## config.mk

```make
export PLATFORM = sky130hd
export DESIGN_NAME = bmem_controller
export DESIGN_NICKNAME = d
export VERILOG_FILES = /design/src/design/mem_burst_pkg.sv /design/src/design/beat_counter.sv /design/src/design/bmem_controller.sv /design/src/design/burst_req_fsm.sv /design/src/design/line_assembler.sv /design/src/design/write_beat_mux.sv
export SDC_FILE = /design/constraint.sdc
export NUM_CORES = 1
export LEC_CHECK = 0
export BUFFER_PORTS_ARGS = -buffer_cell sky130_fd_sc_hd__buf_4
export CORE_AREA = 2 2 486 488
export DETAILED_ROUTE_END_ITERATION = 8
export DIE_AREA = 0 0 488 490
export PLACE_DENSITY_LB_ADDON = 0.3
export SYNTH_ARGS = -nofsm -noshare
export SYNTH_HDL_FRONTEND = slang
export SYNTH_HIERARCHICAL = 1
export SYNTH_SLANG_ARGS = --single-unit
```

## constraint.sdc

```tcl
create_clock -name clk -period 25.1 [get_ports clk]
set_clock_uncertainty 0.1 [all_clocks]
set_input_delay 1.255 -clock clk [delete_from_list [all_inputs] [get_ports clk]]
set_output_delay 1.255 -clock clk [all_outputs]
set_load 0.01 [all_outputs]
```

## src/design/mem_burst_pkg.sv

```systemverilog
// Fixed 256-bit line over four 64-bit beats; line addresses are assumed 32-byte aligned
package mem_burst_pkg;

    // Memory side geometry
    localparam int ADDR_W         = 32;
    localparam int BEAT_W         = 64;    // One bus transfer
    localparam int BEATS_PER_LINE = 4;
    localparam int LINE_W         = BEAT_W * BEATS_PER_LINE;  // 256 bits
    localparam int BEAT_IDX_W     = 2;     // Indexes beats 0..3
    localparam int LINE_OFFSET_W  = 5;     // Byte offset inside a line

    typedef logic [ADDR_W-1:0] addr_t;
    typedef logic [BEAT_W-1:0] beat_t;
    typedef logic [LINE_W-1:0] line_t;

    // Cache to controller, held as a level until resp
    typedef struct packed {
        addr_t addr;     // Line address
        logic  read;     // Read level
        logic  write;    // Write level, ignored on the icache port
        line_t wdata;    // Full line to store
    } line_req_t;

    // Controller to cache
    typedef struct packed {
        logic  resp;     // One-cycle completion pulse
        line_t rdata;    // Valid with resp on reads
    } line_resp_t;

    // Request FSM states
    typedef enum logic [2:0] {
        IDLE,            // Waiting for a cache request
        ISSUE,           // Launching the burst
        READ_WAIT,       // Collecting read beats
        WRITE_BEATS,     // Pushing write beats
        RESPOND          // Pulse resp to the winner
    } burst_state_t;

endpackage

```

## src/design/beat_counter.sv

```systemverilog
// Two-bit index, so a burst is always exactly four beats long
`timescale 1ns/1ps

module beat_counter (
    input  logic                                 clk,
    input  logic                                 rst_n,
    input  logic                                 clear,         // Start of a burst
    input  logic                                 beat_advance,  // Beat moved this cycle
    output logic [mem_burst_pkg::BEAT_IDX_W-1:0] beat_idx,
    output logic                                 last_beat
);

    logic wrapped;    // Set after beat 3 until the next burst start

    always_ff @(posedge clk) begin
        if (!rst_n) begin
            beat_idx <= '0;
        end else if (clear) begin
            beat_idx <= '0;
        end else if (beat_advance) begin
            beat_idx <= beat_idx + 1'b1;     // Wraps back to 0 after the last beat
        end
    end

    always_ff @(posedge clk) begin
        if (!rst_n) begin
            wrapped <= 1'b0;
        end else if (clear) begin
            wrapped <= 1'b0;
        end else if (last_beat) begin
            wrapped <= 1'b1;
        end
    end

    // Final beat being counted right now
    assign last_beat = beat_advance
                    && (beat_idx == mem_burst_pkg::BEAT_IDX_W'(mem_burst_pkg::BEATS_PER_LINE - 1));

    // No fifth beat inside one burst
    assert property (@(posedge clk) disable iff (!rst_n)
        (wrapped && !clear) |-> !beat_advance);

endmodule

```

## src/design/bmem_controller.sv

```systemverilog
// One outstanding burst at a time; read beats must come back in order with no address tag
`timescale 1ns/1ps

module bmem_controller (
    input  logic                     clk,
    input  logic                     rst_n,

    input  mem_burst_pkg::line_req_t  icache_req,    // Instruction cache, reads only
    output mem_burst_pkg::line_resp_t icache_resp,
    input  mem_burst_pkg::line_req_t  dcache_req,    // Data cache, wins ties
    output mem_burst_pkg::line_resp_t dcache_resp,

    output mem_burst_pkg::addr_t     bmem_addr,
    output logic                     bmem_read,
    output logic                     bmem_write,
    output mem_burst_pkg::beat_t     bmem_wdata,
    input  logic                     bmem_ready,
    input  mem_burst_pkg::beat_t     bmem_rdata,
    input  logic                     bmem_rvalid
);

    // FSM to datapath
    logic                                 read_cmd;      // Burst launch strobe
    logic                                 beat_advance;  // One beat moved this cycle
    mem_burst_pkg::line_t                 wr_line;       // Latched write line
    logic                                 icache_resp_pulse;
    logic                                 dcache_resp_pulse;

    // Counter outputs
    logic [mem_burst_pkg::BEAT_IDX_W-1:0] beat_idx;
    logic                                 last_beat;

    mem_burst_pkg::line_t                 rd_line;       // Assembled read line

    burst_req_fsm fsm_i (
        .clk               (clk),
        .rst_n             (rst_n),
        .icache_req        (icache_req),
        .dcache_req        (dcache_req),
        .bmem_ready        (bmem_ready),
        .bmem_rvalid       (bmem_rvalid),
        .last_beat         (last_beat),
        .bmem_addr         (bmem_addr),
        .bmem_read         (bmem_read),
        .bmem_write        (bmem_write),
        .read_cmd          (read_cmd),
        .beat_advance      (beat_advance),
        .wr_line           (wr_line),
        .icache_resp_pulse (icache_resp_pulse),
        .dcache_resp_pulse (dcache_resp_pulse)
    );

    beat_counter beat_cnt_i (
        .clk          (clk),
        .rst_n        (rst_n),
        .clear        (read_cmd),       // Every burst starts at beat 0
        .beat_advance (beat_advance),
        .beat_idx     (beat_idx),
        .last_beat    (last_beat)
    );

    line_assembler line_asm_i (
        .clk        (clk),
        .rst_n      (rst_n),
        .beat_we    (bmem_rvalid),      // Only the pending read returns beats
        .beat_idx   (beat_idx),
        .bmem_rdata (bmem_rdata),
        .rd_line    (rd_line)
    );

    write_beat_mux wr_mux_i (
        .wr_line    (wr_line),
        .beat_idx   (beat_idx),
        .bmem_wdata (bmem_wdata)
    );

    // Both ports see the same line, resp tells which one owns it
    assign icache_resp.resp  = icache_resp_pulse;
    assign icache_resp.rdata = rd_line;
    assign dcache_resp.resp  = dcache_resp_pulse;
    assign dcache_resp.rdata = rd_line;

endmodule

```

## src/design/burst_req_fsm.sv

```systemverilog
// Data cache wins a tie; an icache write level is ignored; returns to IDLE after every resp
`timescale 1ns/1ps

module burst_req_fsm (
    input  logic                     clk,
    input  logic                     rst_n,
    input  mem_burst_pkg::line_req_t icache_req,
    input  mem_burst_pkg::line_req_t dcache_req,
    input  logic                     bmem_ready,
    input  logic                     bmem_rvalid,
    input  logic                     last_beat,      // From the beat counter
    output mem_burst_pkg::addr_t     bmem_addr,
    output logic                     bmem_read,
    output logic                     bmem_write,
    output logic                     read_cmd,       // Burst launch that clears the counter
    output logic                     beat_advance,   // Counter step
    output mem_burst_pkg::line_t     wr_line,
    output logic                     icache_resp_pulse,
    output logic                     dcache_resp_pulse
);

    mem_burst_pkg::burst_state_t state, state_next;

    logic                 sel_dcache;    // Winner of the last arbitration
    logic                 is_write;      // Direction of the latched request
    mem_burst_pkg::addr_t req_addr;      // Latched line address
    logic                 write_active;
    logic                 respond;

    // Requests seen in IDLE
    logic dcache_want;
    logic icache_want;
    logic launch;

    assign dcache_want = dcache_req.read || dcache_req.write;
    assign icache_want = icache_req.read;                      // No icache writes

    // Reads wait for ready while writes go straight to the beat phase
    assign launch = (state == mem_burst_pkg::ISSUE) && (is_write || bmem_ready);

    always_ff @(posedge clk) begin
        if (!rst_n) begin
            state      <= mem_burst_pkg::IDLE;
            sel_dcache <= 1'b0;
            is_write   <= 1'b0;
        end else begin
            state <= state_next;
            if (state == mem_burst_pkg::IDLE) begin
                if (dcache_want) begin
                    sel_dcache <= 1'b1;
                    is_write   <= dcache_req.write;    // Write takes precedence
                end else if (icache_want) begin
                    sel_dcache <= 1'b0;
                    is_write   <= 1'b0;
                end
            end
        end
    end

    // Request payload
    always_ff @(posedge clk) begin
        if (state == mem_burst_pkg::IDLE) begin
            if (dcache_want) begin
                req_addr <= dcache_req.addr;
                wr_line  <= dcache_req.wdata;
            end else if (icache_want) begin
                req_addr <= icache_req.addr;
                wr_line  <= icache_req.wdata;     // Unused on a read
            end
        end
    end

    always_comb begin
        state_next = state;
        unique case (state)
            mem_burst_pkg::IDLE: begin
                if (dcache_want || icache_want) state_next = mem_burst_pkg::ISSUE;
            end
            mem_burst_pkg::ISSUE: begin
                if (launch) begin
                    state_next = is_write ? mem_burst_pkg::WRITE_BEATS
                                          : mem_burst_pkg::READ_WAIT;
                end
            end
            mem_burst_pkg::READ_WAIT: begin
                if (last_beat) state_next = mem_burst_pkg::RESPOND;     // Fourth rvalid
            end
            mem_burst_pkg::WRITE_BEATS: begin
                if (last_beat) state_next = mem_burst_pkg::RESPOND;     // Fourth accepted beat
            end
            mem_burst_pkg::RESPOND: state_next = mem_burst_pkg::IDLE;
            default:                state_next = mem_burst_pkg::IDLE;
        endcase
    end

    assign write_active = (state == mem_burst_pkg::WRITE_BEATS);
    assign respond      = (state == mem_burst_pkg::RESPOND);

    // Memory command side
    assign bmem_addr  = req_addr;                 // Held through the whole write
    assign bmem_read  = launch && !is_write;      // Single cycle
    assign bmem_write = write_active;
    assign read_cmd   = launch;

    assign beat_advance = ((state == mem_burst_pkg::READ_WAIT) && bmem_rvalid)
                       || (write_active && bmem_ready);

    // Cache side pulses
    assign icache_resp_pulse = respond && !sel_dcache;
    assign dcache_resp_pulse = respond && sel_dcache;

    // Resp only reaches a port that still holds its request
    assert property (@(posedge clk) disable iff (!rst_n)
        dcache_resp_pulse |-> dcache_want);

    assert property (@(posedge clk) disable iff (!rst_n)
        icache_resp_pulse |-> icache_want);

    // Read command only into a ready memory and for a held read of the winner
    assert property (@(posedge clk) disable iff (!rst_n)
        bmem_read |-> (bmem_ready && (sel_dcache ? dcache_req.read : icache_req.read)));

    // Bursts only target whole lines
    assert property (@(posedge clk) disable iff (!rst_n)
        (state != mem_burst_pkg::IDLE)
            |-> (req_addr[mem_burst_pkg::LINE_OFFSET_W-1:0] == '0));

endmodule

```

## src/design/line_assembler.sv

```systemverilog
// Beats land in order of the counter index; no check of the memory's read address
`timescale 1ns/1ps

module line_assembler (
    input  logic                                 clk,
    input  logic                                 rst_n,
    input  logic                                 beat_we,     // Read beat arriving
    input  logic [mem_burst_pkg::BEAT_IDX_W-1:0] beat_idx,    // Slot for this beat
    input  mem_burst_pkg::beat_t                 bmem_rdata,
    output mem_burst_pkg::line_t                 rd_line
);

    // Beat k fills bits 64k upward, low beat first
    always_ff @(posedge clk) begin
        if (!rst_n) begin
            rd_line <= '0;
        end else if (beat_we) begin
            rd_line[beat_idx*mem_burst_pkg::BEAT_W +: mem_burst_pkg::BEAT_W] <= bmem_rdata;
        end
    end
    // Holds after the last beat until the next read fills it again

endmodule

```

## src/design/write_beat_mux.sv

```systemverilog
// Combinational select; the beat changes only when the counter steps on an accepted beat
`timescale 1ns/1ps

module write_beat_mux (
    input  mem_burst_pkg::line_t                 wr_line,    // Latched write line
    input  logic [mem_burst_pkg::BEAT_IDX_W-1:0] beat_idx,   // Current beat
    output mem_burst_pkg::beat_t                 bmem_wdata
);

    // Same ordering as the assembler, beat 0 is bits 63:0
    always_comb begin
        unique case (beat_idx)
            2'd0:    bmem_wdata = wr_line[0*mem_burst_pkg::BEAT_W +: mem_burst_pkg::BEAT_W];
            2'd1:    bmem_wdata = wr_line[1*mem_burst_pkg::BEAT_W +: mem_burst_pkg::BEAT_W];
            2'd2:    bmem_wdata = wr_line[2*mem_burst_pkg::BEAT_W +: mem_burst_pkg::BEAT_W];
            default: bmem_wdata = wr_line[3*mem_burst_pkg::BEAT_W +: mem_burst_pkg::BEAT_W];
        endcase
    end
    // Stalled cycles keep the index, so the beat repeats

endmodule

```

Yosys cells after proc, flatten, opt, wreduce, memory -nomap -nowiden

Cells that the tools add are included.

Bitwise logic cells: 1
Add/sub/neg operators: 2
Shift-type cells: 2
Multiplexer cells: 14
Reductions and logical operators: 20
Equal/unequal tests: 10

Operator list:

| kind                      | number |
|---|---|
| $mux 256                  | 2 |
| $bwmux 256                | 1 |
| $shift 64x34->256 const A | 1 |
| $shiftx 64x34->256        | 1 |
| $pmux 64 s3               | 1 |
| $mux 32                   | 2 |
| $neg 8->34                | 1 |
| $mux 3                    | 3 |
| $pmux 3 s3                | 1 |
| $logic_and 1x1->1         | 7 |
| $eq 3x2->1 const B        | 2 |
| $eq 2x2->1 const B        | 2 |
| $logic_or 1x1->1          | 4 |
| $mux 1                    | 4 |
| $ne 2x1->1 const B        | 2 |
| $reduce_or 2->1           | 2 |
| $eq 3x1->1 const B        | 1 |
| $eq 3x3->1 const B        | 1 |
| $logic_not 3->1           | 1 |
| $reduce_and 3->1          | 1 |
| $add 2x1->2 const B       | 1 |
| $eq 2x1->1 const B        | 1 |
| $logic_not 1->1           | 2 |
| $logic_not 2->1           | 1 |
| 4 further kinds           | 4 |

Bits in registers: 551
Output and inout bits: 612
Logic and storage cells: 56
Input bits: 648

Depth between registers and ports, before layout

Depth after elaboration: 6
Depth in mapped cells: 7

By module

The synthesis kept the hierarchy.

Modules (own cells, without submodules):

| module          | area each (µm²) | times used | cells an instance | seq. area each (µm²) |
|---|---|---|---|---|
| burst_req_fsm   | 12605.8         | 1          | 1248              | 8748.4 |
| line_assembler  | 9306.4          | 1          | 766               | 5124.9 |
| bmem_controller | 1936.9          | 1          | 258               | 0.0 |
| write_beat_mux  | 1622.8          | 1          | 78                | 0.0 |
| beat_counter    | 92.6            | 1          | 9                 | 40.0 |

Worst setup path before layout

Ideal clock, no wire load.

Path type: input-to-reg
Start: in dcache_req[256] (netlist bit)
End: reg fsm_i.req_addr[0] (netlist: fsm_i/bmem_addr[0]), enable pin
Path buffers: 1
Stages on the path: 3
Setup time: 0.677 ns
Required time: 24.323 ns
Arrival: 7.871 ns
Slack: 16.452 ns
Path through: or2_1 -> buf_2 -> o21a_1

Word-level cells in the longest chain between the ends: 3

Ends and longest elaborated chain:

| element                     | line                  | source |
|---|---|---|
| start, declared             | bmem_controller.sv:10 | `input mem_burst_pkg::line_req_t dcache_req,` |
| $logic_or 1x1->1            | burst_req_fsm.sv:35   | `assign dcache_want = dcache_req.read \|\| dcache_req.write;` |
| $reduce_bool 2->1 (no line) | --                    |  |
| $reduce_and 2->1 (no line)  | --                    |  |
| end signal, assigned        | burst_req_fsm.sv:64   | `req_addr <= dcache_req.addr;` |
| end signal, assigned        | burst_req_fsm.sv:67   | `req_addr <= icache_req.addr;` |
| end, declared               | burst_req_fsm.sv:26   | `mem_burst_pkg::addr_t req_addr;` |

No other way between the ends.
A chain may end at the register's enable or synchronous reset.

Worst setup path in the final report

Start: reg beat_cnt_i/beat_idx[1] (netlist bit)
End: out bmem_wdata[0]

Word-level cells in the longest chain between the ends: 2
Elaborated cells on any way between the ends: 4

Ends and longest elaborated chain:

| element                                  | line                  | source |
|---|---|---|
| start, declared                          | beat_counter.sv:9     | `output logic [mem_burst_pkg::BEAT_IDX_W-1:0] beat_idx,` |
| start signal, assigned                   | beat_counter.sv:21    | `beat_idx <= beat_idx + 1'b1;` |
| $eq 2x2->1, or another cell as far along | write_beat_mux.sv:12  | `unique case (beat_idx)` |
| $pmux 64 s3 *                            | write_beat_mux.sv:12  |  |
| end, declared                            | bmem_controller.sv:16 | `output mem_burst_pkg::beat_t bmem_wdata,` |

Every way passes the cells marked *; elsewhere a longest branch is shown, timed or not.

==> reports/results.txt <==
sequential share of the synthesized area - 0.544
number of port buffers - 1,258
vias in the first global route - 22,933
fin nets - 3,937
hold buffer count at cts - 0
DR WL/cell - 29.7 µm
ys flop type - edfxtp_1
routed vias - 23,076
post-DR vias/cell - 3.55
RSZ-0062 raised after global routing - false
Synth area leaders - edfxtp_1 (34%), dfxtp_1 (21%), nand2_1 (13%), buf_4 (8.5%), a32o_1 (7.5%)
final HPWL from detailed placement - 160 mm
startpoint types - flip-flop
Max Buffers Root-to-Sink - 3
Hold Path Class - flip-flop to flip-flop
worst path cell trace - buf_4 > buf_4 > mux4_1 > buf_4
layout cells sized above 1 - 0.442
switching power - 751 µW
setup violators final - 0
IO Pins - 1,260
Synth top cells by count - nand2_1 (867), buf_4 (289), edfxtp_1 (288), dfxtp_1 (263), a32o_1 (192)
Num CTS Buffers - 74
area leader, netlist - edfxtp_1
Post-CTS Setup Inserts - 0
CTS tree - yes
Critical Path Source - beat_cnt_i/beat_idx[1]
crit path DAT - 3.13 ns
Worst-path clk slew - 0.06 ns
Final min period - 4.49 ns
Clock Power Share - 0.412
Syn Area/Cell - 10.8 µm²
Hold Vio Cnt, Final - 0
Tcrit/Tclk final - 0.179
worst reg2reg path startpoint - beat_cnt_i/beat_idx[0]
die area - 239,000 µm²
CP max stage delay - 0.56 ns
crit-path max FO - 37
Overall Global Routing Usage - 0.155
EDFF count, synth - 288
Worst Hold Launch - line_asm_i/rd_line[56]
Final GP Congestion - 0.953
CTS Sinks - 551
core area - 234,000 µm²
Cells after Synth - 2,359
sw frac - 0.290
Netlist Area Pre-Place - 25,600 µm²
Seq cells post-synth - 551
initial antenna violation count - 116
Power Dens Cells - 67.3 nW/µm²
most frequent cell on the critical path - buf_4
critical path endpoint category - primary output
Die H - 490 µm
ys async rst share - 0
Worst IR Drop VDD - 0.0440 mV
Clock Latency Late Sink - 0.67 ns
standard-cell rows - 178
total wire length - 193 mm
Yosys warning total - 6
status - completed
most numerous cell in the Yosys netlist - nand2_1
drt pass-1 iters - 5
ANT nets after route - 0
Fmax - 223 MHz
gr ovfl total - 0
top cell type's share of synthesized area - 0.338
Rel. slew slack - 0.132
die width - 488 µm
total power - 2590 µW
clock root cell - clkbuf_16
WP data required - 23.74 ns
Leak Pwr - 0.0164 µW
CP Class - flip-flop to primary output
drt drc - 0
Sequential Power Share - 0.423
P&R area growth vs syn - 50.4%
final setup TNS - 0 ns
Slew Viols, Final - 0
Worst path slowest cell - buf_4
# resized after CTS - 0
fill count - 26,318
global-route wire length before repair - 243 mm
Int Power - 1840 µW
Initial Util - 0.109
syn_nets - 3,013
synth unique cells - 48
Tightest Pin Transition - 1.30 ns
Logic pwr share - 0.165
CTS H-tree depth - 3
Max Cap Viol - 0
largest net degree at the start of global routing - 123
DRT iter0 DRCs - 1,398
power groups by stage:
stage / Combinational [µW] / Sequential, µW / Clock (µW)
finish: 428 / 1090 / 1070
global route: 459 / 1100 / 1140
CTS: 439 / 1090 / 1110
floorplan: 182 / 1120 / 0
global placement: 435 / 1110 / 0
detailed placement: 438 / 1110 / 0
cells in the final DEF (no fill, tap or decap), types with 3 or more instances in the layout:
| cell type | count |
|---|---|
| o2bb2ai_1 | 62 |
| inv_1 | 3 |
| buf_4 | 1288 |
| clkbuf_16 | 75 |
| inv_6 | 4 |
| ha_1 | 5 |
| and2b_1 | 4 |
| diode_2 | 19 |
| a32o_1 | 192 |
| nand2b_1 | 3 |
| clkbuf_1 | 12 |
| edfxtp_1 | 288 |
| clkinvlp_4 | 4 |
| mux4_1 | 4 |
| clkbuf_8 | 5 |
| nand2_1 | 867 |
| clkinv_2 | 9 |
| nor2_1 | 7 |
| bufinv_16 | 3 |
| mux4_2 | 60 |
| dfxtp_1 | 261 |
| nand4_1 | 64 |
| clkinv_1 | 12 |
| nor2b_1 | 60 |
| a21boi_4 | 4 |
cell families after synthesis:
group,synth area share
compound gates,0.101
xor+xnor,0.000343
fa+ha+maj,0.00294
buf+inv,0.128
flops,0.544
mux,0.0578
simple gates,0.166
final timing paths:
check	end	slack [ns]	depth (start not counted)
setup / recovery	bmem_wdata[0]	20.61	4
hold / removal	line_asm_i/rd_line[56]	0.39	1
setup reg to reg	line_asm_i/rd_line[63]	21.26	6
hold reg to reg	line_asm_i/rd_line[56]	0.39	1
worst max-delay path, delay by kind of cell (launching register included):
family / cells / cell delay, ns
muxes: 1 / 0.53
buffers and inverters: 3 / 1.34
DFF: 1 / 0.43
flip-flops by register name, summed over array words and instances (netlist names):
name / count
beat_cnt_i/beat_idx: 2
fsm_i/bmem_addr: 32
fsm_i/is_write: 1
fsm_i/sel_dcache: 1
fsm_i/state: 3
fsm_i/wr_line: 256
line_asm_i/rd_line: 256
metrics by stage:
stage / area [µm²] / util / setup WS [ns] / hold slack, ns / cells
after floorplan: 25600 / - / 16.45 / 0.401 / 2359
after global placement: 36000 / 0.154 / 20.27 / 0.378 / 6357
after detailed placement: 36000 / 0.154 / 20.26 / 0.385 / 6357
after CTS: 38400 / 0.164 / 20.38 / 0.395 / 6489
after global routing: 38400 / 0.164 / 20.46 / 0.407 / 6493
final: 38500 / 0.164 / 20.61 / 0.394 / 6508
cell type report:
cell class	count	area, µm²	share of cell area
clock buffers	92	1990	0.0518
flip-flops and latches	551	13900	0.362
repair buffers	1289	9690	0.252
diodes	19	47.5	0.00124
clock inverters	40	382	0.00992
multi-input cells	1364	8480	0.220
inverters	3	11.3	0.000293
well taps	3150	3940	0.102
per-layer routing:
layer / up-vias / wire, µm / part of all wire / GRT usage
met1: 11407 / 74000 / 0.38 / 0.176
met3: 317 / 27600 / 0.14 / 0.0959
met2: 1262 / 85600 / 0.44 / 0.242
li1: 9988 / - / - / -
met5: - / 672 / 0.0035 / 0
met4: 102 / 5590 / 0.029 / 0.0431
Note: power is estimated with default switching activity, not from simulation.
